### config.mk
export PLATFORM = sky130hd
export DESIGN_NAME = tcdm_fault_log
export DESIGN_NICKNAME = d
export VERILOG_FILES = /design/src/logic/tcdm_dmr_pkg.sv /design/src/logic/tcdm_fault_log.sv
export SDC_FILE = /design/constraint.sdc
export NUM_CORES = 1
export LEC_CHECK = 0
export BUFFER_PORTS_ARGS = -buffer_cell sky130_fd_sc_hd__clkbuf_2
export CORE_ASPECT_RATIO = 0.8
export CORE_MARGIN = 3
export CORE_UTILIZATION = 41
export DETAILED_ROUTE_END_ITERATION = 12
export GPL_TIMING_DRIVEN = 0
export PLACE_DENSITY = 0.77
export REMOVE_ABC_BUFFERS = 1
export SYNTH_ARGS = -nofsm -noshare
export SYNTH_HDL_FRONTEND = slang
export SYNTH_SLANG_ARGS = --single-unit
### constraint.sdc
create_clock -name clk_i -period 2 [get_ports clk_i]
set_clock_uncertainty 0.2 [all_clocks]
set_input_delay 0.2 -clock clk_i [delete_from_list [all_inputs] [get_ports clk_i]]
set_output_delay 0.2 -clock clk_i [all_outputs]
set_load 0.03 [all_outputs]
### src/logic/tcdm_dmr_pkg.sv
package tcdm_dmr_pkg;

  // ======================================================================
  // sizes
  // ======================================================================
  localparam int unsigned addr_w = 8;            // word address bits.
  localparam int unsigned data_w = 32;           // data word width.
  localparam int unsigned ecc_w  = 7;            // stored ECC bits per word.
  localparam int unsigned id_w   = 4;            // transaction id width.
  localparam int unsigned user_w = 2;            // user sideband width.
  localparam int unsigned depth  = 1 << addr_w;  // words in each bank.
  localparam int unsigned be_w   = data_w / 8;   // one enable per byte.
  localparam int unsigned cnt_w  = 8;            // saturating fault counter.

  // how much of the request is mirrored into the shadow bank.
  typedef enum logic [1:0] {
    copy_full      = 2'd0,  // everything is copied and compared.
    copy_no_ecc    = 2'd1,  // ECC fields are zeroed and left out of the compare.
    copy_no_data   = 2'd2,  // write data is zeroed and r_data is not compared.
    copy_ctrl_only = 2'd3   // neither data nor ECC is copied.
  } copy_mode_e;

  localparam copy_mode_e dmr_copy_mode = copy_full;  // mode used by the top level.

  // ======================================================================
  // channel payloads
  // ======================================================================
  typedef struct packed {
    logic              req;       // request strobe.
    logic [addr_w-1:0] add;       // word address.
    logic              wen;       // high for a read, low for a write.
    logic [be_w-1:0]   be;        // byte enables for a write.
    logic [data_w-1:0] data;      // write data.
    logic [user_w-1:0] user;      // user bits, echoed on the response.
    logic [id_w-1:0]   id;        // id, echoed on the response.
    logic [ecc_w-1:0]  ecc;       // ECC bits stored beside the word.
    logic              ereq;      // ECC copy of req.
    logic              r_ready;   // initiator takes the response.
    logic              r_eready;  // ECC copy of r_ready.
  } tcdm_req_t;

  typedef struct packed {
    logic              gnt;       // request accepted.
    logic              egnt;      // ECC copy of gnt.
    logic              r_valid;   // response present.
    logic              r_evalid;  // ECC copy of r_valid.
    logic [data_w-1:0] r_data;    // read word, zero for a write.
    logic [ecc_w-1:0]  r_ecc;     // stored ECC bits, zero for a write.
    logic [user_w-1:0] r_user;    // echoed user bits.
    logic [id_w-1:0]   r_id;      // echoed id.
    logic              r_opc;     // operation, high for a read.
  } tcdm_rsp_t;

  typedef struct packed {
    logic [cnt_w-1:0]  count;     // faults seen, stops at the top value.
    logic [addr_w-1:0] add;       // address of the first faulting request.
    logic [id_w-1:0]   id;        // id of the first faulting request.
    logic              valid;     // add and id hold a capture.
  } fault_info_t;

endpackage

### src/logic/tcdm_fault_log.sv
`timescale 1ns/1ps

module tcdm_fault_log (
  input  logic                      clk_i,
  input  logic                      rst_ni,
  input  logic                      fault,
  input  tcdm_dmr_pkg::tcdm_req_t   req_seen,
  output tcdm_dmr_pkg::fault_info_t info
);

  logic [tcdm_dmr_pkg::addr_w-1:0] hist_add_q [2];  // request address history.
  logic [tcdm_dmr_pkg::id_w-1:0]   hist_id_q  [2];  // request id history.
  tcdm_dmr_pkg::fault_info_t       info_q;          // counter and first capture.

  // ======================================================================
  // request history
  // ======================================================================
  // a request on the bus in cycle n answers in n+1 and shows as fault in
  // n+2, so the entry two stages back belongs to the faulting response.
  always_ff @(posedge clk_i) begin
    hist_add_q[0] <= req_seen.add;
    hist_id_q[0]  <= req_seen.id;
    hist_add_q[1] <= hist_add_q[0];
    hist_id_q[1]  <= hist_id_q[0];
  end

  // ======================================================================
  // counter and capture
  // ======================================================================
  always_ff @(posedge clk_i or negedge rst_ni) begin
    if (!rst_ni) begin
      info_q <= '0;
    end else if (fault) begin
      if (info_q.count != '1) begin
        info_q.count <= info_q.count + 1'b1;  // saturates at the top value.
      end
      if (!info_q.valid) begin
        info_q.add   <= hist_add_q[1];  // only the first fault is kept.
        info_q.id    <= hist_id_q[1];
        info_q.valid <= 1'b1;
      end
    end
  end

  assign info = info_q;

endmodule

### Word-level counts from Yosys, hierarchy flattened

Memories as Yosys holds them, arrays and structs flattened. A register that Yosys moved wholly into a read port is not among the register bits.
Cells that the tools add are included.

* register bits: 9
* RAM bits: 24
* input port bits: 65
* output and inout port bits: 21
* logic and storage cells: 11
* memories kept: 2

Memories
* hist_add_q: depth 2, width 8, rd ports 2, clocked after Yosys merged registers in 1, wr ports 2, line tcdm_fault_log.sv:11 `logic [tcdm_dmr_pkg::addr_w-1:0] hist_add_q [2];`
* hist_id_q: depth 2, width 4, rd ports 2, clocked after Yosys merged registers in 1, wr ports 2, line tcdm_fault_log.sv:12 `logic [tcdm_dmr_pkg::id_w-1:0] hist_id_q [2];`

* add/sub/neg operators: 1
* equal/unequal tests: 1
* bitwise gates (word level): 1
* reduce and logical (&&, ||, !) cells: 4

Operators with widths (count)
* 8-bit by 1-bit adder with 8-bit output (second input constant): 1
* 8-bit inequality test (second input constant): 1
* 2-bit AND reduction: 2
* 1-bit zero test: 2
* 1-bit inverter: 1

### Longest topological paths before layout

Gate-level depths: netlist (run 1).

* depth after elaboration: 2
* mapped depth: 4
* depth with buffers taken out: 4

### Worst setup path after synthesis (run 1)

OpenSTA, ideal clock, no wires.

* path type: flip-flop to flip-flop
* from: register info_q, in the netlist info[13]
* to: register info_q, in the netlist info[14]
* setup time: 0.125 ns
* data arrival time: 1.486 ns
* required time: 1.675 ns
* setup slack: 0.189 ns
* cell stages (with the launch flop): 5
* path buffers: 0
* clock period less this slack: 1.811 ns
* cell sequence: dfrtp_1 > ha_1 > nand4_1 > o21ai_2 > mux2_2

* word-level cells in the longest chain between the ends: 2
* elaborated cells between the ends (all ways): 3
* those cells by class: add/sub: 1; eq/ne: 1; reduce/logical: 1

Ends and longest elaborated chain
* start, declared: line tcdm_fault_log.sv:13 `tcdm_dmr_pkg::fault_info_t info_q;`
* branches (longest 2 deep; another with 8-bit by 1-bit adder with 8-bit output)

Parallel ways; which one is timed is not known.
A chain may end at the register's enable or synchronous reset.

### Worst setup path after layout (run 1)

Ends and elaborated chain as after synthesis.

==> out/qor_table.md, run 1 <==
| Parameter | This run | Unit |
| --- | --- | --- |
| Status | completed | - |
| Final number of hold-violating endpoints | 0 | - |
| Async SR Flop Fraction | 0.467 | - |
| Data required time of the worst path | 1980 | ps |
| First-pass detailed-route iteration total | 4 | - |
| Total GRT Usage | 0.126 | - |
| Die boundary width | 70.7 | µm |
| Initial core utilization | 0.435 | - |
| Clock Tree Root | sky130_fd_sc_hd__clkbuf_8 | - |
| Worst Path Arrival | 1710 | ps |
| Count of different cell masters after synthesis | 26 | - |
| Yosys warnings | 0 | - |
| Type of destination of the critical path | flip-flop | - |
| Worst-case headroom to the max-slew limit | 0.665 | - |
| Series of cell instances along the critical path | ha_1 > nand4_1 > o21ai_2 > mux2_2 | - |
| Clock network latency to the later pin of the worst-skew pair | 290 | ps |
| Most numerous cell types in the synthesized netlist | sky130_fd_sc_hd__dfxtp_1 (24), sky130_fd_sc_hd__dfrtp_1 (21), sky130_fd_sc_hd__mux2_2 (14) | - |
| Count of cells resized by post-cts repair | 0 | - |
| Core ar. | 0.00315 | mm² |
| Most used flip-flop cell after synthesis | sky130_fd_sc_hd__dfxtp_1 | - |
| Total of endpoints with negative setup slack in the final report | 0 | - |
| Clock slew at reported path FFs | 80 | ps |
| Post-layout nets | 208 | - |
| Most frequently used cell type in the post-synthesis netlist | sky130_fd_sc_hd__dfxtp_1 | - |
| Worst Setup Start Kind | flip-flop | - |
| Critical-path maximum fanout | 5 | - |
| Top post-synthesis cells by area | sky130_fd_sc_hd__dfrtp_1 (38%), sky130_fd_sc_hd__dfxtp_1 (35%), sky130_fd_sc_hd__mux2_2 (11%) | - |
| Fraction of post-synthesis cell area in the top cell type by area | 0.383 | - |
| Classification of the worst-slack hold path | in -> reg | - |
| Aggregate routed wire length | 2.27 | mm |
| RSZ-0062 raised after global routing | no | - |
| Final-layout setup total negative slack | 0 | ps |
| Largest net degree at the start of global routing | 22 | - |
| Total die area | 0.00408 | mm² |
| Max-slew violation count | 0 | - |
| Number of buffers created by CTS | 5 | - |
| Transition at the pin with the smallest max-transition slack | 503 | ps |
| Chip height | 57.7 | µm |
| Number of hold buffers added after cts | 13 | - |
| Post-detailed-route DRC marker count | 0 | - |
| Number of setup buffers added after CTS | 0 | - |
| Crit path kind | reg -> reg | - |
| Fill cell instance count of the final layout | 263 | - |
| Number of synthesized flops with an enable pin | 0 | - |
| Top cell family by delay on the critical path | flip-flops | - |
| Lkg Pwr | 0.865 | nW |
| H-tree levels | 2 | - |
| Number of inserted diodes | 0 | - |
| Largest area contributor in the synthesized netlist | sky130_fd_sc_hd__dfrtp_1 | - |
| TritonCTS clock tree | built | - |
| Post-route minimum period | 1720 | ps |
| Number of maximum-capacitance constraint violations | 0 | - |
| Cell Rows | 18 | - |
| Antenna violation net count after detailed routing | 0 | - |
| CTS sink count | 45 | - |
| Share of layout cells above drive strength 1 | 0.441 | - |
| Post-synthesis to final-layout area growth | 32.3 | % |
| Routed vias | 859 | - |
| Power Total | 2.26 | mW |
| Worst IR drop on VDD | 0.673 | mV |
| Flip-flop and latch count after synthesis | 45 | - |
| Part of the Yosys area used for sequential elements | 0.734 | - |
| Drt first-iter violations | 28 | - |
| Power per Cell Area | 1240 | mW/mm² |
| Global-route wire length before repair | 3.85 | mm |
| Half-perimeter wire length after detailed placement | 1.57 | mm |
| Post-Syn Area per Cell | 15.6 | µm² |
| Area of all placed cells without fillers | 0.00181 | mm² |
| Longest Clk Path Bufs | 2 | - |
| Placement Cell Area | 0.00159 | mm² |
| Biggest cell delay along the critical path | 410 | ps |
| Total global routing overflow | 0 | - |
| Tightest hold margin | 15.3 | ps |
| Number of top-level design ports | 86 | - |
| Total of buffers placed on input and output ports | 35 | - |
| DR vias/cell | 4.69 | - |
| Final RePlAce weighted congestion | 0.782 | - |
| Utilization after layout | 0.575 | - |
| Final worst path period share | 0.862 | - |
| Cell area after technology mapping | 0.00137 | mm² |
| Max Freq | 580 | MHz |
| Crit path buffers/inverters | 0 | - |
| Initial antenna violation count | 0 | - |
| Synthesized instance count | 88 | - |
| Routed length per placed instance | 12.4 | µm |
| Number of global-route vias before repair | 935 | - |
| Slowest cell on the critical path | sky130_fd_sc_hd__dfrtp_1 | - |
==> worst register-to-register path, cell delays in order (launching register included) <==
cell	delay, ps
sky130_fd_sc_hd__dfrtp_1	410
sky130_fd_sc_hd__ha_1	260
sky130_fd_sc_hd__nand4_1	190
sky130_fd_sc_hd__o21ai_2	210
sky130_fd_sc_hd__mux2_2	350
==> layer usage <==
layer / vias up / part of all wire / track usage
li1: 416 / - / -
met1: 414 / 0.43 / 0.140
met2: 24 / 0.48 / 0.199
met3: 5 / 0.066 / 0.0572
met4: 0 / 0.019 / 0.0804
met5: - / 0 / 0
==> registers in the layout, indices dropped and copies added (netlist names) <==
register,cells
hist_add_q,16
info,21
hist_id_q,8
==> report_power, final <==
part | switching (mW) | leakage [nW] | internal, mW | total, mW
combinational | 0.325 | 0.349 | 0.203 | 0.528
sequential | 0.137 | 0.468 | 1.02 | 1.16
clock | 0.287 | 0.0478 | 0.284 | 0.571
==> through the flow <==
stage,std cells,setup slack [ps]
6_report,183,276
5_1_grt,183,181
4_1_cts,183,278
3_5_place_dp,162,299
3_3_place_gp,162,331
2_1_floorplan,87,189
==> final timing paths <==
kind                            slack [ps]             from  cells after the start               to
worst max-delay path                   280         info[13]                      4         info[14]
min in group asynchronous              200           rst_ni                      2         info[15]
worst max register to register         280         info[13]                      4         info[14]
worst min register to register         130  hist_id_q[0][0]                      0  hist_id_q[1][0]
max in group asynchronous             1060           rst_ni                      2         info[16]
worst min-delay path                    20            fault                      2          info[0]
==> logic make-up after synthesis <==
family                     after synthesis  share of synthesized area
and+or+nand+nor                         15                     0.0684
AOI/OAI and AO/OA                        9                     0.0456
buffers and inverters                    2                     0.0109
adders and majority gates                1                    0.00912
xor gates and xnor gates                 1                    0.00639
DFF                                     45                      0.734
muxes                                   15                      0.126
==> layout by cell type (no fill, tap or decap), types with 2 or more instances in the layout <==
cell type	n
sky130_fd_sc_hd__a21oi_1	2
sky130_fd_sc_hd__a31oi_1	2
sky130_fd_sc_hd__dfxtp_1	24
sky130_fd_sc_hd__clkbuf_8	6
sky130_fd_sc_hd__nor2_1	2
sky130_fd_sc_hd__nand3_1	2
sky130_fd_sc_hd__dfrtp_1	21
sky130_fd_sc_hd__mux2_2	14
sky130_fd_sc_hd__nand4_1	2
sky130_fd_sc_hd__and3_1	2
sky130_fd_sc_hd__dlygate4sd3_1	13
sky130_fd_sc_hd__clkbuf_2	35
==> area by class of cell <==
cell class                 instances  area [µm²]  share of cell area
sequential                        45        1010               0.554
clock inverter                     2        16.3             0.00897
multi-input combinational         41         350               0.193
inverter                           1        3.75             0.00207
timing repair buffer              48         305               0.168
tap                               40        50.0              0.0276
clock buffer                       6        82.6              0.0455
Power figures use the tool's default switching activity.
==> run 2, diff against run 1 <==
--- a/config.mk
+++ b/config.mk
@@ -11,6 +11,7 @@
 export CORE_UTILIZATION = 41
 export DETAILED_ROUTE_END_ITERATION = 12
 export GPL_TIMING_DRIVEN = 0
+export MAX_ROUTING_LAYER = met4
 export PLACE_DENSITY = 0.77
 export REMOVE_ABC_BUFFERS = 1
 export SYNTH_ARGS = -nofsm -noshare
==> run 2 against run 1 <==
Total power barely moved; setup slack barely moved; clock-buffer cell count did not move; combinational power barely moved; cell count did not move; design area did not move; utilization did not move; critical endpoint unchanged; largest cell class unchanged.
==> out/qor_table.md, run 2 (synthesis gave the netlist of run 1 again) <==
| Parameter | This run | Unit | Change |
| --- | --- | --- | --- |
| Status | completed | - |  |
| Leading cell type in the layout, fill and taps excluded | sky130_fd_sc_hd__clkbuf_2 | - |  |
| Crit path buffers/inverters | 0 | - | unchanged |
| Worst IR drop on VDD | 0.673 | mV | about the same |
| Number of global-route vias before repair | 935 | - | unchanged |
| First-pass detailed-route iteration total | 4 | - | unchanged |
| Count of cells resized by post-cts repair | 0 | - | unchanged |
| Longest Clk Path Bufs | 2 | - | unchanged |
| Share of layout cells above drive strength 1 | 0.441 | - | unchanged |
| Fill cell instance count of the final layout | 263 | - | unchanged |
| Worst-case headroom to the max-slew limit | 0.665 | - | unchanged |
| TritonCTS clock tree | built | - |  |
| Number of buffers created by CTS | 5 | - | unchanged |
| Number of setup buffers added after CTS | 0 | - | unchanged |
| Cell Rows | 18 | - | unchanged |
| DR vias/cell | 4.69 | - | unchanged |
| Half-perimeter wire length after detailed placement | 1.57 | mm | unchanged |
| Top cell family by delay on the critical path | flip-flops | - |  |
| Max reg flops | 21 | - | unchanged |
| Critical-path maximum fanout | 5 | - | unchanged |
| Clock Tree Root | sky130_fd_sc_hd__clkbuf_8 | - |  |
| Total of endpoints with negative setup slack in the final report | 0 | - | unchanged |
| Max-slew violation count | 0 | - | unchanged |
| Area of all placed cells without fillers | 0.00181 | mm² | unchanged |
| Total of buffers placed on input and output ports | 35 | - | unchanged |
| Drt first-iter violations | 33 | - | +18% |
| Largest net degree at the start of global routing | 22 | - | unchanged |
| Aggregate routed wire length | 2.27 | mm | about the same |
| Series of cell instances along the critical path | ha_1 > nand4_1 > o21ai_2 > mux2_2 | - |  |
| Max Freq | 580 | MHz | about the same |
| H-tree levels | 2 | - | unchanged |
| Number of top-level design ports | 86 | - | unchanged |
| Chip height | 57.7 | µm | unchanged |
| Number of hold buffers added after cts | 13 | - | unchanged |
| Global-route wire length before repair | 3.85 | mm | unchanged |
| Total die area | 0.00408 | mm² | unchanged |
| Multi-input gate area in the final layout | 350 | µm² | unchanged |
| Worst Setup Start Kind | flip-flop | - |  |
| Biggest cell delay along the critical path | 410 | ps | about the same |
| FF+latch area | 0.00101 | mm² | unchanged |
| Core ar. | 0.00315 | mm² | unchanged |
| Type of destination of the critical path | flip-flop | - |  |
| Transition at the pin with the smallest max-transition slack | 503 | ps | unchanged |
| Initial antenna violation count | 0 | - | unchanged |
| Power Total | 2.26 | mW | about the same |
| Utilization after layout | 0.575 | - | unchanged |
| Routed length per placed instance | 12.4 | µm | about the same |
| Classification of the worst-slack hold path | in -> reg | - |  |
| Lkg Pwr | 0.865 | nW | unchanged |
| Worst Path Arrival | 1710 | ps | about the same |
| Post-synthesis to final-layout area growth | 32.3 | % | unchanged |
| Post-detailed-route DRC marker count | 0 | - | unchanged |
| Post-route minimum period | 1720 | ps | +0.0130 ps |
| Routed vias | 859 | - | unchanged |
| Number of inserted diodes | 0 | - | unchanged |
| Final number of hold-violating endpoints | 0 | - | unchanged |
| Placement Cell Area | 0.00159 | mm² | unchanged |
| Data required time of the worst path | 1980 | ps | about the same |
| Final-layout setup total negative slack | 0 | ps | unchanged |
| Tightest hold margin | 15.2 | ps | -0.0949 ps |
| Total GRT Usage | 0.130 | - | +0.00394 |
| Number of maximum-capacitance constraint violations | 0 | - | unchanged |
| Die boundary width | 70.7 | µm | unchanged |
| Most frequent cells in the layout | sky130_fd_sc_hd__clkbuf_2 (35), sky130_fd_sc_hd__dfxtp_1 (24), sky130_fd_sc_hd__dfrtp_1 (21) | - |  |
| Clock network latency to the later pin of the worst-skew pair | 290 | ps | about the same |
| Initial core utilization | 0.435 | - | unchanged |
| Power per Cell Area | 1240 | mW/mm² | about the same |
| Final worst path period share | 0.862 | - | about the same |
| Final RePlAce weighted congestion | 0.793 | - | +1.4% |
| Antenna violation net count after detailed routing | 0 | - | unchanged |
| RSZ-0062 raised after global routing | no | - |  |
| Clock slew at reported path FFs | 80 | ps | about the same |
| Post-layout nets | 208 | - | unchanged |
| CTS sink count | 45 | - | unchanged |
| Crit path kind | reg -> reg | - |  |
| Total global routing overflow | 0 | - | unchanged |
| Slowest cell on the critical path | sky130_fd_sc_hd__dfrtp_1 | - |  |
## run 2: cell counts in the layout (fill, tap and decap cells not counted)
No cell type changed its count.
## run 2: stage by stage
step | instances | setup WS [ps]
floorplan | 87 | 189
global placement | 162 | 331
detailed placement | 162 | 299
CTS | 183 | 278
global route | 183 | 181
finish | 183 | 276
## run 2: cell type report
cell class	instances	area share
flip-flops and latches	45	0.554
multi-input cells	41	0.193
inverters	1	0.00207
well taps	40	0.0276
clock buffers	6	0.0455
clock inverters	2	0.00897
repair buffers	48	0.168
## run 2: where the power goes
group	leakage, nW	switching, mW	total (mW)	internal [mW]
combinational	0.349	0.325	0.528	0.203
sequential	0.468	0.137	1.16	1.02
clock	0.0478	0.288	0.571	0.284
## run 2: per-layer routing
metal	vias up	share of wire	GRT usage
met5	-	0	-
met3	5	0.060	0.0537
met4	0	0.019	0.0804
li1	416	-	-
met1	414	0.44	0.142
met2	24	0.48	0.199
## run 2: path summary, 6_finish.rpt
check,startpoint,endpoint,slack [ps],cells past startpoint
max,info[13],info[14],280,4
min,fault,info[0],20,2
max reg2reg,info[13],info[14],280,4
min reg2reg,hist_id_q[0][0],hist_id_q[1][0],130,0
max in group asynchronous,rst_ni,info[16],1060,2
min in group asynchronous,rst_ni,info[15],200,2
