[config.mk]
export PLATFORM = sky130hd
export DESIGN_NAME = tcdm_copy_source
export DESIGN_NICKNAME = d
export VERILOG_FILES = /design/src/logic/tcdm_dmr_pkg.sv /design/src/logic/tcdm_copy_source.sv
export SDC_FILE = /design/constraint.sdc
export NUM_CORES = 1
export LEC_CHECK = 0
export BUFFER_PORTS_ARGS = -buffer_cell sky130_fd_sc_hd__buf_2
export CAP_MARGIN = 20
export CORE_AREA = 2 2 88 90
export DETAILED_ROUTE_END_ITERATION = 12
export DIE_AREA = 0 0 90 92
export SLEW_MARGIN = 10
export SYNTH_ARGS = -nofsm -noshare
export SYNTH_HDL_FRONTEND = slang
export SYNTH_SLANG_ARGS = --single-unit
[constraint.sdc]
create_clock -name clk_i -period 0.9 [get_ports clk_i]
set_input_delay 0.09 -clock clk_i [delete_from_list [all_inputs] [get_ports clk_i]]
set_output_delay 0.09 -clock clk_i [all_outputs]
set_load 0.005 [all_outputs]
[src/logic/tcdm_dmr_pkg.sv]
package tcdm_dmr_pkg;

  // ======================================================================
  // sizes
  // ======================================================================
  localparam int unsigned addr_w = 8;            // word address bits.
  localparam int unsigned data_w = 32;           // data word width.
  localparam int unsigned ecc_w  = 7;            // stored ECC bits per word.
  localparam int unsigned id_w   = 4;            // transaction id width.
  localparam int unsigned user_w = 2;            // user sideband width.
  localparam int unsigned depth  = 1 << addr_w;  // words in each bank.
  localparam int unsigned be_w   = data_w / 8;   // one enable per byte.
  localparam int unsigned cnt_w  = 8;            // saturating fault counter.

  // how much of the request is mirrored into the shadow bank.
  typedef enum logic [1:0] {
    copy_full      = 2'd0,  // everything is copied and compared.
    copy_no_ecc    = 2'd1,  // ECC fields are zeroed and left out of the compare.
    copy_no_data   = 2'd2,  // write data is zeroed and r_data is not compared.
    copy_ctrl_only = 2'd3   // neither data nor ECC is copied.
  } copy_mode_e;

  localparam copy_mode_e dmr_copy_mode = copy_full;  // mode used by the top level.

  // ======================================================================
  // channel payloads
  // ======================================================================
  typedef struct packed {
    logic              req;       // request strobe.
    logic [addr_w-1:0] add;       // word address.
    logic              wen;       // high for a read, low for a write.
    logic [be_w-1:0]   be;        // byte enables for a write.
    logic [data_w-1:0] data;      // write data.
    logic [user_w-1:0] user;      // user bits, echoed on the response.
    logic [id_w-1:0]   id;        // id, echoed on the response.
    logic [ecc_w-1:0]  ecc;       // ECC bits stored beside the word.
    logic              ereq;      // ECC copy of req.
    logic              r_ready;   // initiator takes the response.
    logic              r_eready;  // ECC copy of r_ready.
  } tcdm_req_t;

  typedef struct packed {
    logic              gnt;       // request accepted.
    logic              egnt;      // ECC copy of gnt.
    logic              r_valid;   // response present.
    logic              r_evalid;  // ECC copy of r_valid.
    logic [data_w-1:0] r_data;    // read word, zero for a write.
    logic [ecc_w-1:0]  r_ecc;     // stored ECC bits, zero for a write.
    logic [user_w-1:0] r_user;    // echoed user bits.
    logic [id_w-1:0]   r_id;      // echoed id.
    logic              r_opc;     // operation, high for a read.
  } tcdm_rsp_t;

  typedef struct packed {
    logic [cnt_w-1:0]  count;     // faults seen, stops at the top value.
    logic [addr_w-1:0] add;       // address of the first faulting request.
    logic [id_w-1:0]   id;        // id of the first faulting request.
    logic              valid;     // add and id hold a capture.
  } fault_info_t;

endpackage

[src/logic/tcdm_copy_source.sv]
`timescale 1ns/1ps

module tcdm_copy_source #(
  parameter tcdm_dmr_pkg::copy_mode_e copy_mode = tcdm_dmr_pkg::copy_full
) (
  input  logic                    clk_i,
  input  logic                    rst_ni,
  input  tcdm_dmr_pkg::tcdm_req_t main_req,
  input  tcdm_dmr_pkg::tcdm_rsp_t main_rsp,
  output tcdm_dmr_pkg::tcdm_req_t copy_req,
  input  tcdm_dmr_pkg::tcdm_rsp_t copy_rsp,
  input  logic                    self_test,
  output logic                    fault
);

  // which field groups take part in the copy and the compare.
  localparam logic cmp_data = (copy_mode == tcdm_dmr_pkg::copy_full) ||
                              (copy_mode == tcdm_dmr_pkg::copy_no_ecc);
  localparam logic cmp_ecc  = (copy_mode == tcdm_dmr_pkg::copy_full) ||
                              (copy_mode == tcdm_dmr_pkg::copy_no_data);

  logic [tcdm_dmr_pkg::data_w-1:0] copy_r_data;  // shadow word after self-test flip.
  logic                            ctrl_fault;   // handshake or echo mismatch.
  logic                            data_fault;   // read word mismatch.
  logic                            ecc_fault;    // ECC strobe or word mismatch.
  logic                            fault_q;      // registered OR of the three.

  // ======================================================================
  // request mirror
  // ======================================================================
  always_comb begin
    copy_req = main_req;  // control fields always follow the main channel.
    if (!cmp_data) begin
      copy_req.data = '0;
    end
    if (!cmp_ecc) begin
      copy_req.ecc      = '0;
      copy_req.ereq     = 1'b0;
      copy_req.r_eready = 1'b0;
    end
  end

  // ======================================================================
  // response compare
  // ======================================================================
  // self-test flips bit zero of the shadow word so the data compare must fire.
  assign copy_r_data = copy_rsp.r_data ^
                       {{(tcdm_dmr_pkg::data_w-1){1'b0}}, self_test};

  // payload is only meaningful while a response is valid, so the echo fields
  // are qualified with r_valid. a differing r_valid is caught on its own.
  assign ctrl_fault = (main_rsp.gnt != copy_rsp.gnt) |
                      (main_rsp.r_valid != copy_rsp.r_valid) |
                      (main_rsp.r_valid & ((main_rsp.r_user != copy_rsp.r_user) |
                                           (main_rsp.r_id   != copy_rsp.r_id) |
                                           (main_rsp.r_opc  != copy_rsp.r_opc)));

  assign data_fault = cmp_data & main_rsp.r_valid &
                      (main_rsp.r_data != copy_r_data);

  assign ecc_fault = cmp_ecc & ((main_rsp.egnt != copy_rsp.egnt) |
                                (main_rsp.r_evalid != copy_rsp.r_evalid) |
                                (main_rsp.r_valid & (main_rsp.r_ecc != copy_rsp.r_ecc)));

  // one register stage keeps the wide compare off the fault consumers.
  always_ff @(posedge clk_i or negedge rst_ni) begin
    if (!rst_ni) begin
      fault_q <= 1'b0;
    end else begin
      fault_q <= ctrl_fault | data_fault | ecc_fault;
    end
  end

  assign fault = fault_q;

  // both banks must agree on known values, so an X here means a bank leaked one.
  assert property (@(posedge clk_i) disable iff (!rst_ni) !$isunknown(fault))
    else $error("fault is unknown.");

endmodule

# Word-level counts from Yosys, hierarchy flattened
# Cells that the tools add are included.
# Widths: inputs -> output; s select.
dict set report totals {
  out_inout_bits 63
  latch_bits 0
  n_memories 0
  elab_cells 22
  in_bits 165
  mem_bits_rw 0
  rom_bits 0
  register_bits 1
}
dict set report op_classes {
  n_lt_le_gt_ge 0
  addsub 0
  eq_ne 9
  n_mul 0
  shifts 0
  bitwise_logic 12
  n_div 0
  muxes 0
  n_reduce_logical 0
}
# operator n
set op_table {}
lappend op_table {{$ne 32x32->1} 1}
lappend op_table {{$xor 32x1->32} 1}
lappend op_table {{$or 1x1->1} 8}
lappend op_table {{$ne 7x7->1} 1}
lappend op_table {{$ne 1x1->1} 5}
lappend op_table {{$ne 4x4->1} 1}
lappend op_table {{$and 1x1->1} 3}
lappend op_table {{$ne 2x2->1} 1}

# Depth between registers and ports, before layout
# Gate-level depths: netlist (run 1).
dict set report depth {
  depth_word 7
  mapped_depth 5
}

# Least setup slack after synthesis (run 1)
# OpenSTA, ideal clock, no wires.
dict set report synth_path {
  path_kind {input -> register}
  start {in self_test}
  end {reg fault_q (netlist: fault)}
  t_required_ns 0.774
  path_stages 5
  arrival_time_ns 1.073
  path_slack_ns -0.299
  setup_time_ns 0.126
  cell_sequence {xnor3_1 -> nand2_1 -> or4_1 -> nor4_2 -> o21ai_1}
}
dict set report synth_between {
  elab_chain_cells 5
}
# item line_no
set synth_rtl {}
lappend synth_rtl {{start, declared} tcdm_copy_source.sv:12} ;# input logic self_test,
lappend synth_rtl {{$xor 32x1->32} tcdm_copy_source.sv:47} ;# assign copy_r_data = copy_rsp.r_data ^
lappend synth_rtl {{$ne 32x32->1} tcdm_copy_source.sv:59} ;# (main_rsp.r_data != copy_r_data);
lappend synth_rtl {{$and 1x1->1} tcdm_copy_source.sv:58} ;# assign data_fault = cmp_data & main_rsp.r_valid &
lappend synth_rtl {{$or 1x1->1 (2 in series)} tcdm_copy_source.sv:70} ;# fault_q <= ctrl_fault | data_fault | ecc_fault;
lappend synth_rtl {{end signal, assigned} tcdm_copy_source.sv:70}
lappend synth_rtl {{end, declared} tcdm_copy_source.sv:26} ;# logic fault_q;
# No other way between the ends.

# Worst setup path in the final report (run 1)
dict set report layout_path {
  start {in copy_rsp[44] (netlist bit)}
  end {reg fault_q (netlist: fault)}
}
dict set report layout_between {
  elab_chain_cells 5
}
# item line_no
set layout_rtl {}
lappend layout_rtl {{start, declared} tcdm_copy_source.sv:11} ;# input tcdm_dmr_pkg::tcdm_rsp_t copy_rsp,
lappend layout_rtl {{$xor 32x1->32} tcdm_copy_source.sv:47}
lappend layout_rtl {{$ne 32x32->1} tcdm_copy_source.sv:59}
lappend layout_rtl {{$and 1x1->1} tcdm_copy_source.sv:58}
lappend layout_rtl {{$or 1x1->1 (2 in series)} tcdm_copy_source.sv:70}
# No other way between the ends.

==> results.tsv, run 1 <==
stage	metric	value	unit
power	worst vdd ir	72.3	uV
final_layout	Area Growth Syn to Fin	23.1	%
power	pwr dens	409	nW/um^2
sta	tightest hold margin	180	ps
die	Ports	228	
die	FP Rows	32	
global_routing	grt total ovfl	0	
sta	fmax	0.718	GHz
die	Core Region	7450	sq um
critical_path	Crit. End Element	flop	
sta	setup_tns	-493	ps
sta	crit path time final	1390	ps
routing	Detail Route Antenna Nets	0	
sta	setup violators final	1	
final_layout	Nets	361	
power	Internal	0.000360	W
global_routing	first-pass GRT wire length	5.78	mm
job	max cap viols	0	
logic_synthesis	Syn Area/Cell	7.74	sq um
die	die extent in x	90	um
logic_synthesis	Ys Warns	0	
critical_path	CP Data Arrival Time	1260	ps
critical_path	critical path launch point type	input port	
die	Initial Utilization	15.1	%
routing	WL/cell	13.7	um
place	Port Buf Inserts	103	
clocking	Post-CTS Setup Bufs	0	
power	switching share of power	36.2	%
logic_synthesis	Post-Syn Instances	145	
place	pre-CTS setup slack	-631	ps
outcome	failing checks	negative setup slack	
logic_synthesis	Seq/Total Area, Yosys	2.23	%
power	Clock power frac	0	%
final_layout	most frequent cells in the layout	103 x buf_2, 31 x xor2_1, 7 x buf_4, 6 x nor2b_1, 6 x nor4_1	
logic_synthesis	syn_nets	310	
power	Leak	0.709	nW
critical_path	Required @ worst endpoint	760	ps
sta	RSZ-0062 raised after global routing	yes	
critical_path	CP Launch Point	copy_rsp[44]	
logic_synthesis	Syn Std Cell Area	1120	sq um
final_layout	final core occ	18.5	%
logic_synthesis	synth unique cells	22	
global_routing	All-Layer GR Usage	9.13	%
final_layout	most common cell after layout, fill and taps aside	buf_2	
final_layout	fraction of layout cells with a size suffix above 1	58.8	%
critical_path	Crit Path Max Fanout	2	
die	Die Y	92	um
final_layout	max FFs per register	1	
sta	Slew @ Worst Pin	271	ps
power	Psw	0.000204	W
place	Final Wtd Congestion	0.764	
outcome	outcome	finished, violations left	
routing	Via density	3.74	
global_routing	vias in the first global route	1108	
sta	Final Max Slew Viols	0	
die	Die Area	8280	sq um
routing	drt total wl	4.07	mm
clocking	CTS clk-pin slew, worst paths	0	ps
power	total power	0.000564	W
sta	Final period util	155	%
routing	drt initial violations	9	
logic_synthesis	#FFs+latches synth	1	
sta	setup ws final	-493	ps
sta	Final Hold Fails	0	
power	combinational power share	91.6	%
power	sequential share of power	8.4	%
final_layout	n_diodes	0	
routing	Vias	1108	
global_routing	largest net degree at the start of global routing	3	
routing	DRT Pass-1 Iters	4	
place	DP HPWL	3.83	mm
routing	Post-route DRC	0	
sta	Slew headroom	81.8	%
global_routing	initial antenna violation count	1	
critical_path	CP endpoint	fault$_DFF_PN0_	
worst_hold_path	Hold Path Class	input port to output pin	
critical_path	Crit Path Class	input port to flop	
[what timing repair did]
action,in CTS,in global routing
gates cloned,0,0
gates resized for setup,5,0
hold buffers,1,0
hold endpoints to repair,1,0
endpoints found under the setup margin,1,1
[worst max-delay path, cell delays in order]
cell and delay (ps):
buf_2 100, nor2b_1 120, a2111oi_2 330, buf_4 160, nand4_1 100, nor4_2 270, o21ai_1 80
[metal layers]
layer	share of wire, %	routed length, um	GRT usage, %	vias to the layer above
met2	50	2020	17.7	93
met5	0	0	0	-
met1	29	1190	7.85	462
li1	-	-	-	515
met3	14	569	3.53	38
met4	7.1	288	5.38	0
[cells in the mapped netlist]
library cell / n / area, sq um
buf_4: 62 / 465
xor2_1: 31 / 272
nor4_1: 7 / 43.8
nor2b_1: 6 / 37.5
inv_1: 5 / 18.8
nand2b_1: 5 / 31.3
or2b_1: 5 / 37.5
xnor2_1: 5 / 43.8
nand4_1: 4 / 25.0
a2111oi_0: 2 / 17.5
o2111ai_1: 2 / 17.5
a222oi_1: 1 / 10.0
and3_1: 1 / 6.26
dfrtp_1: 1 / 25.0
nand2_1: 1 / 3.75
nor2_1: 1 / 3.75
nor3_1: 1 / 5.00
nor4_2: 1 / 12.5
o2111a_1: 1 / 11.3
o21ai_1: 1 / 5.00
or4_1: 1 / 7.51
xnor3_1: 1 / 22.5
[worst min path at each step]
stage,to,cells after the start,slack [ps],start
finish,copy_req[36],0,180,main_req[36]
global placement,fault$_DFF_PN0_,1,-130,rst_ni
CTS,copy_req[11],0,180,main_req[11]
global route,copy_req[34],0,180,main_req[34]
floorplan,fault$_DFF_PN0_,0,-210,rst_ni
detailed placement,fault$_DFF_PN0_,1,-130,rst_ni
[metrics by stage]
stage,cells,area (sq um)
6_report,296,1380
4_1_cts,296,1380
3_3_place_gp,295,1350
2_1_floorplan,145,1120
5_1_grt,296,1380
3_5_place_dp,295,1350
[layout make-up]
cell class / count / area, sq um
inverter: 5 / 18.8
timing repair buffer: 111 / 578
multi-input combinational: 77 / 632
tap: 102 / 128
fill: 859 / 6070
sequential: 1 / 25.0
[power by group through the flow]
stage,Sequential (W),Clock (W),Combinational (W)
3_3_place_gp,0.0000474,0,0.000499
2_1_floorplan,0.0000474,0,0.000406
6_report,0.0000473,0,0.000517
5_1_grt,0.0000475,0,0.000579
3_5_place_dp,0.0000474,0,0.000510
4_1_cts,0.0000474,0,0.000532
[logic make-up (layout without fill, tap and decap cells)]
| logic type | after synthesis | in the layout | share of synthesized area [%] |
|---|---|---|---|
| simple gates | 33 | 33 | 19.1 |
| compound gates | 7 | 7 | 5.46 |
| xor+xnor | 37 | 37 | 30.1 |
| buf+inv | 67 | 116 | 43.1 |
| flops | 1 | 1 | 2.23 |
Power figures use the tool's default switching activity.
==> inputs of run 2 (changes only) <==
--- a/config.mk
+++ b/config.mk
@@ -5,7 +5,7 @@
 export SDC_FILE = /design/constraint.sdc
 export NUM_CORES = 1
 export LEC_CHECK = 0
-export BUFFER_PORTS_ARGS = -buffer_cell sky130_fd_sc_hd__buf_2
+export BUFFER_PORTS_ARGS = -buffer_cell sky130_fd_sc_hd__buf_4
 export CAP_MARGIN = 20
 export CORE_AREA = 2 2 88 90
 export DETAILED_ROUTE_END_ITERATION = 12
==> results.tsv, run 2 (synthesis results as in run 1) <==
stage	metric	value	unit
die	Die Area	8280	sq um
clocking	CTS clk-pin slew, worst paths	0	ps
worst_hold_path	hold path cells	0	
place	Final Wtd Congestion	0.752	
job	max cap viols	0	
final_layout	max FFs per register	1	
global_routing	vias in the first global route	1202	
routing	drt initial violations	22	
outcome	outcome	finished, violations left	
power	sequential share of power	6.7	%
final_layout	fin area	1670	sq um
sta	RSZ-0062 raised after global routing	yes	
critical_path	Crit Path Class	input port to flop	
final_layout	Area Growth Syn to Fin	48.6	%
sta	crit path time final	1420	ps
sta	fmax	0.703	GHz
critical_path	Crit Path Max Fanout	2	
final_layout	final core occ	22.4	%
routing	WL/cell	14.2	um
power	Clock power frac	0	%
routing	Via density	3.83	
final_layout	Nets	362	
sta	setup ws final	-523	ps
critical_path	Required @ worst endpoint	770	ps
worst_hold_path	Hold Path Class	input port to output pin	
power	combinational power share	93.3	%
die	die extent in x	90	um
worst_hold_path	Hold Path Sink	copy_req[36]	
power	Leak	0.808	nW
global_routing	largest net degree at the start of global routing	3	
sta	tightest hold margin	180	ps
sta	Final Hold Fails	0	
final_layout	n_diodes	0	
global_routing	initial antenna violation count	1	
place	DP HPWL	3.93	mm
final_layout	most frequent cells in the layout	110 x buf_4, 30 x xor2_1, 6 x nor2b_1	
critical_path	CP Data Arrival Time	1300	ps
routing	Detail Route Antenna Nets	0	
routing	Vias	1138	
critical_path	critical path launch point type	input port	
die	Initial Utilization	15.1	%
die	Ports	228	
sta	Final Max Slew Viols	0	
die	Core Region	7450	sq um
final_layout	most common cell after layout, fill and taps aside	buf_4	
global_routing	All-Layer GR Usage	9.44	%
worst_hold_path	hold path startpoint	main_req[36]	
sta	Slew @ Worst Pin	374	ps
place	Placement Cell Area	1620	sq um
power	Psw	0.000214	W
critical_path	Crit. End Element	flop	
sta	setup violators final	1	
routing	DRT Pass-1 Iters	4	
routing	Post-route DRC	0	
power	switching share of power	30.4	%
place	Port Buf Inserts	103	
outcome	failing checks	negative setup slack	
power	Internal	0.000489	W
die	FP Rows	32	
sta	Final period util	158	%
routing	drt total wl	4.23	mm
die	Die Y	92	um
clocking	Post-CTS Setup Bufs	0	
global_routing	grt total ovfl	0	
sta	setup_tns	-523	ps
power	worst vdd ir	110	uV
power	pwr dens	421	nW/um^2
sta	Slew headroom	75.0	%
final_layout	fraction of layout cells with a size suffix above 1	59.5	%
global_routing	first-pass GRT wire length	6.09	mm
run 2: cell types whose count changed in the layout (fill, tap and decap cells not counted), sizes merged:
cell  change
buf       +1
run 2: worst max path at each step:
stage / startpoint / to / slack, ps / depth (start not counted)
2_1_floorplan: self_test / fault$_DFF_PN0_ / -300 / 5
3_3_place_gp: copy_rsp[36] / fault$_DFF_PN0_ / -750 / 7
3_5_place_dp: copy_rsp[36] / fault$_DFF_PN0_ / -780 / 7
4_1_cts: copy_rsp[21] / fault$_DFF_PN0_ / -610 / 7
5_1_grt: copy_rsp[10] / fault$_DFF_PN0_ / -630 / 7
6_report: copy_rsp[44] / fault$_DFF_PN0_ / -520 / 7
run 2: worst max-delay path: stages:
cell and delay (ps):
buf_4 110, nor2b_1 130, a2111oi_2 330, buf_4 160, nand4_1 100, nor4_2 290, o21ai_1 90
run 2: metrics by stage:
step	cells	power [W]	setup slack, ps
CTS	297	0.000703	-613
finish	297	0.000703	-523
detailed placement	296	0.000684	-777
floorplan	145	0.000454	-299
global route	297	0.000769	-633
global placement	296	0.000677	-755
run 2: power by group through the flow:
| stage | registers [W] | logic [W] | clock network, W |
|---|---|---|---|
| 6_report | 0.0000473 | 0.000656 | 0 |
| 5_1_grt | 0.0000474 | 0.000721 | 0 |
| 4_1_cts | 0.0000473 | 0.000655 | 0 |
| 3_5_place_dp | 0.0000473 | 0.000637 | 0 |
| 3_3_place_gp | 0.0000475 | 0.000629 | 0 |
| 2_1_floorplan | 0.0000474 | 0.000406 | 0 |
run 2: metal layers:
metal,part of all wire (%),vias to the layer above,GRT usage [%]
met5,0.28,-,0
met4,6.9,2,5.38
met3,14,40,4.77
met2,50,95,17.8
met1,29,485,7.95
li1,-,516,-
run 2: repair_timing:
item                                   in CTS  in global routing
pin swaps                                   2                  3
resized for setup                           4                  4
setup endpoints to repair                   1                  1
endpoints found under the hold margin       1                  0
hold buffers                                1                  0
run 2: layout make-up:
class                   count  area, sq um
inverters                   5         18.8
fillers                   845         5780
flip-flops and latches      1         25.0
well taps                 102          128
repair buffers            112          847
multi-input cells          77          649
==> inputs of run 3 (changes only) <==
==> constraint.sdc (replaced) <==
create_clock -name clk_i -period 0.9 [get_ports clk_i]
set_input_delay 0.135 -clock clk_i [delete_from_list [all_inputs] [get_ports clk_i]]
set_output_delay 0.135 -clock clk_i [all_outputs]
set_load 0.005 [all_outputs]
==> results.tsv, run 3 (synthesis results as in run 1) <==
stage	metric	value	unit
power	Leak	0.804	nW
power	switching share of power	29.8	%
power	combinational power share	93.2	%
final_layout	# fillers	819	
global_routing	grt total ovfl	0	
clocking	CTS clk-pin slew, worst paths	0	ps
die	Die Y	92	um
die	Initial Utilization	15.1	%
routing	WL/cell	14.0	um
power	sequential share of power	6.8	%
final_layout	multi-input logic area	633	sq um
sta	Final Hold Fails	0	
job	max cap viols	0	
sta	setup ws final	-573	ps
final_layout	sequential cell area	25.0	sq um
clocking	Post-CTS Setup Bufs	0	
global_routing	All-Layer GR Usage	9.08	%
sta	Final period util	164	%
power	Internal	0.000484	W
die	Ports	228	
final_layout	max FFs per register	1	
outcome	failing checks	negative setup slack	
routing	DRT Pass-1 Iters	4	
die	FP Rows	32	
final_layout	Non-Filler Instances	297	
place	Placement Cell Area	1620	sq um
critical_path	critical path launch point type	input port	
outcome	outcome	finished, violations left	
sta	setup violators final	1	
power	pwr dens	418	nW/um^2
final_layout	most frequent cells in the layout	111 x buf_4, 31 x xor2_1, 6 x nor2b_1	
power	Psw	0.000205	W
die	Core Region	7450	sq um
place	pre-CTS setup slack	-772	ps
die	die extent in x	90	um
place	DP Cell Count	296	
global_routing	largest net degree at the start of global routing	3	
sta	Final Max Slew Viols	0	
global_routing	initial antenna violation count	1	
final_layout	Area Growth Syn to Fin	46.8	%
power	worst vdd ir	87.1	uV
sta	crit path time final	1470	ps
final_layout	fin area	1650	sq um
critical_path	Crit Path Class	input port to flop	
final_layout	Nets	362	
worst_hold_path	Hold Path Class	input port to output pin	
critical_path	Crit. End Element	flop	
critical_path	Required @ worst endpoint	770	ps
sta	Slew @ Worst Pin	383	ps
place	Port Buf Inserts	103	
place	Final Wtd Congestion	0.752	
routing	Via density	3.82	
critical_path	Crit Path Max Fanout	1	
place	DP HPWL	3.89	mm
routing	Vias	1134	
die	Die Area	8280	sq um
routing	Detail Route Antenna Nets	0	
sta	Slew headroom	74.4	%
final_layout	fraction of layout cells with a size suffix above 1	59.0	%
global_routing	vias in the first global route	1181	
final_layout	most common cell after layout, fill and taps aside	buf_4	
power	Clock power frac	0	%
routing	drt total wl	4.15	mm
routing	Post-route DRC	0	
sta	fmax	0.679	GHz
routing	drt initial violations	26	
final_layout	n_diodes	0	
critical_path	CP Data Arrival Time	1350	ps
global_routing	first-pass GRT wire length	5.85	mm
sta	RSZ-0062 raised after global routing	yes	
-- run 3: cell count changes in the layout (fill, tap and decap cells not counted) --
cell    before  now
nor4_2       2    3
nor4_4       1    0
xor2_1      30   31
xor2_2       1    0
buf_6        1    0
buf_4      110  111
-- run 3: power by group through the flow --
| stage | clock network, W | registers (W) | logic (W) |
|---|---|---|---|
| after CTS | 0 | 0.0000473 | 0.000654 |
| after detailed placement | 0 | 0.0000473 | 0.000636 |
| final | 0 | 0.0000472 | 0.000642 |
| after global routing | 0 | 0.0000474 | 0.000703 |
| after global placement | 0 | 0.0000475 | 0.000629 |
| after floorplan | 0 | 0.0000474 | 0.000406 |
-- run 3: final cells by class --
cell class | instances | share of cell area [%]
Inverter | 5 | 1.14
Multi-Input combinational cell | 77 | 38.4
Sequential cell | 1 | 1.52
Tap cell | 102 | 7.74
Timing Repair Buffer | 112 | 51.2
-- run 3: layer usage --
layer  vias to the layer above  global-route usage (%)  wire length (um)
met5                         -                       0                16
met4                         2                    5.38               290
met3                        40                    4.85               614
met2                        93                    17.4              2060
met1                       482                    7.15              1170
li1                        517                       -                 -
-- run 3: repair_timing --
item	in CTS	in global routing
hold buffers	1	0
hold endpoints to repair	1	0
pin swaps	1	2
setup endpoints to repair	1	1
gates resized for setup	3	2
-- run 3: metrics by stage --
step | hold slack, ps | setup TNS [ps] | power [W] | util [%]
finish | 270 | -573 | 0.000690 | 22.1
global route | 270 | -699 | 0.000751 | 22.1
CTS | 270 | -651 | 0.000701 | 22.0
detailed placement | -88.6 | -772 | 0.000684 | 21.7
global placement | -88.3 | -800 | 0.000677 | 21.7
floorplan | -161 | -344 | 0.000454 | -
-- run 3: path summary, 6_finish.rpt --
| kind | startpoint | endpoint | cells past startpoint |
|---|---|---|---|
| setup / recovery | copy_rsp[10] | fault$_DFF_PN0_ | 7 |
| hold / removal | main_req[36] | copy_req[36] | 0 |
| max in group asynchronous | rst_ni | fault$_DFF_PN0_ | 2 |
| min in group asynchronous | rst_ni | fault$_DFF_PN0_ | 2 |
-- run 3: worst max-delay path, stage by stage --
cell	delay (ps)
buf_4	110
xor2_1	160
nor4_2	320
buf_4	160
nand4_1	100
nor4_2	280
o21ai_1	80
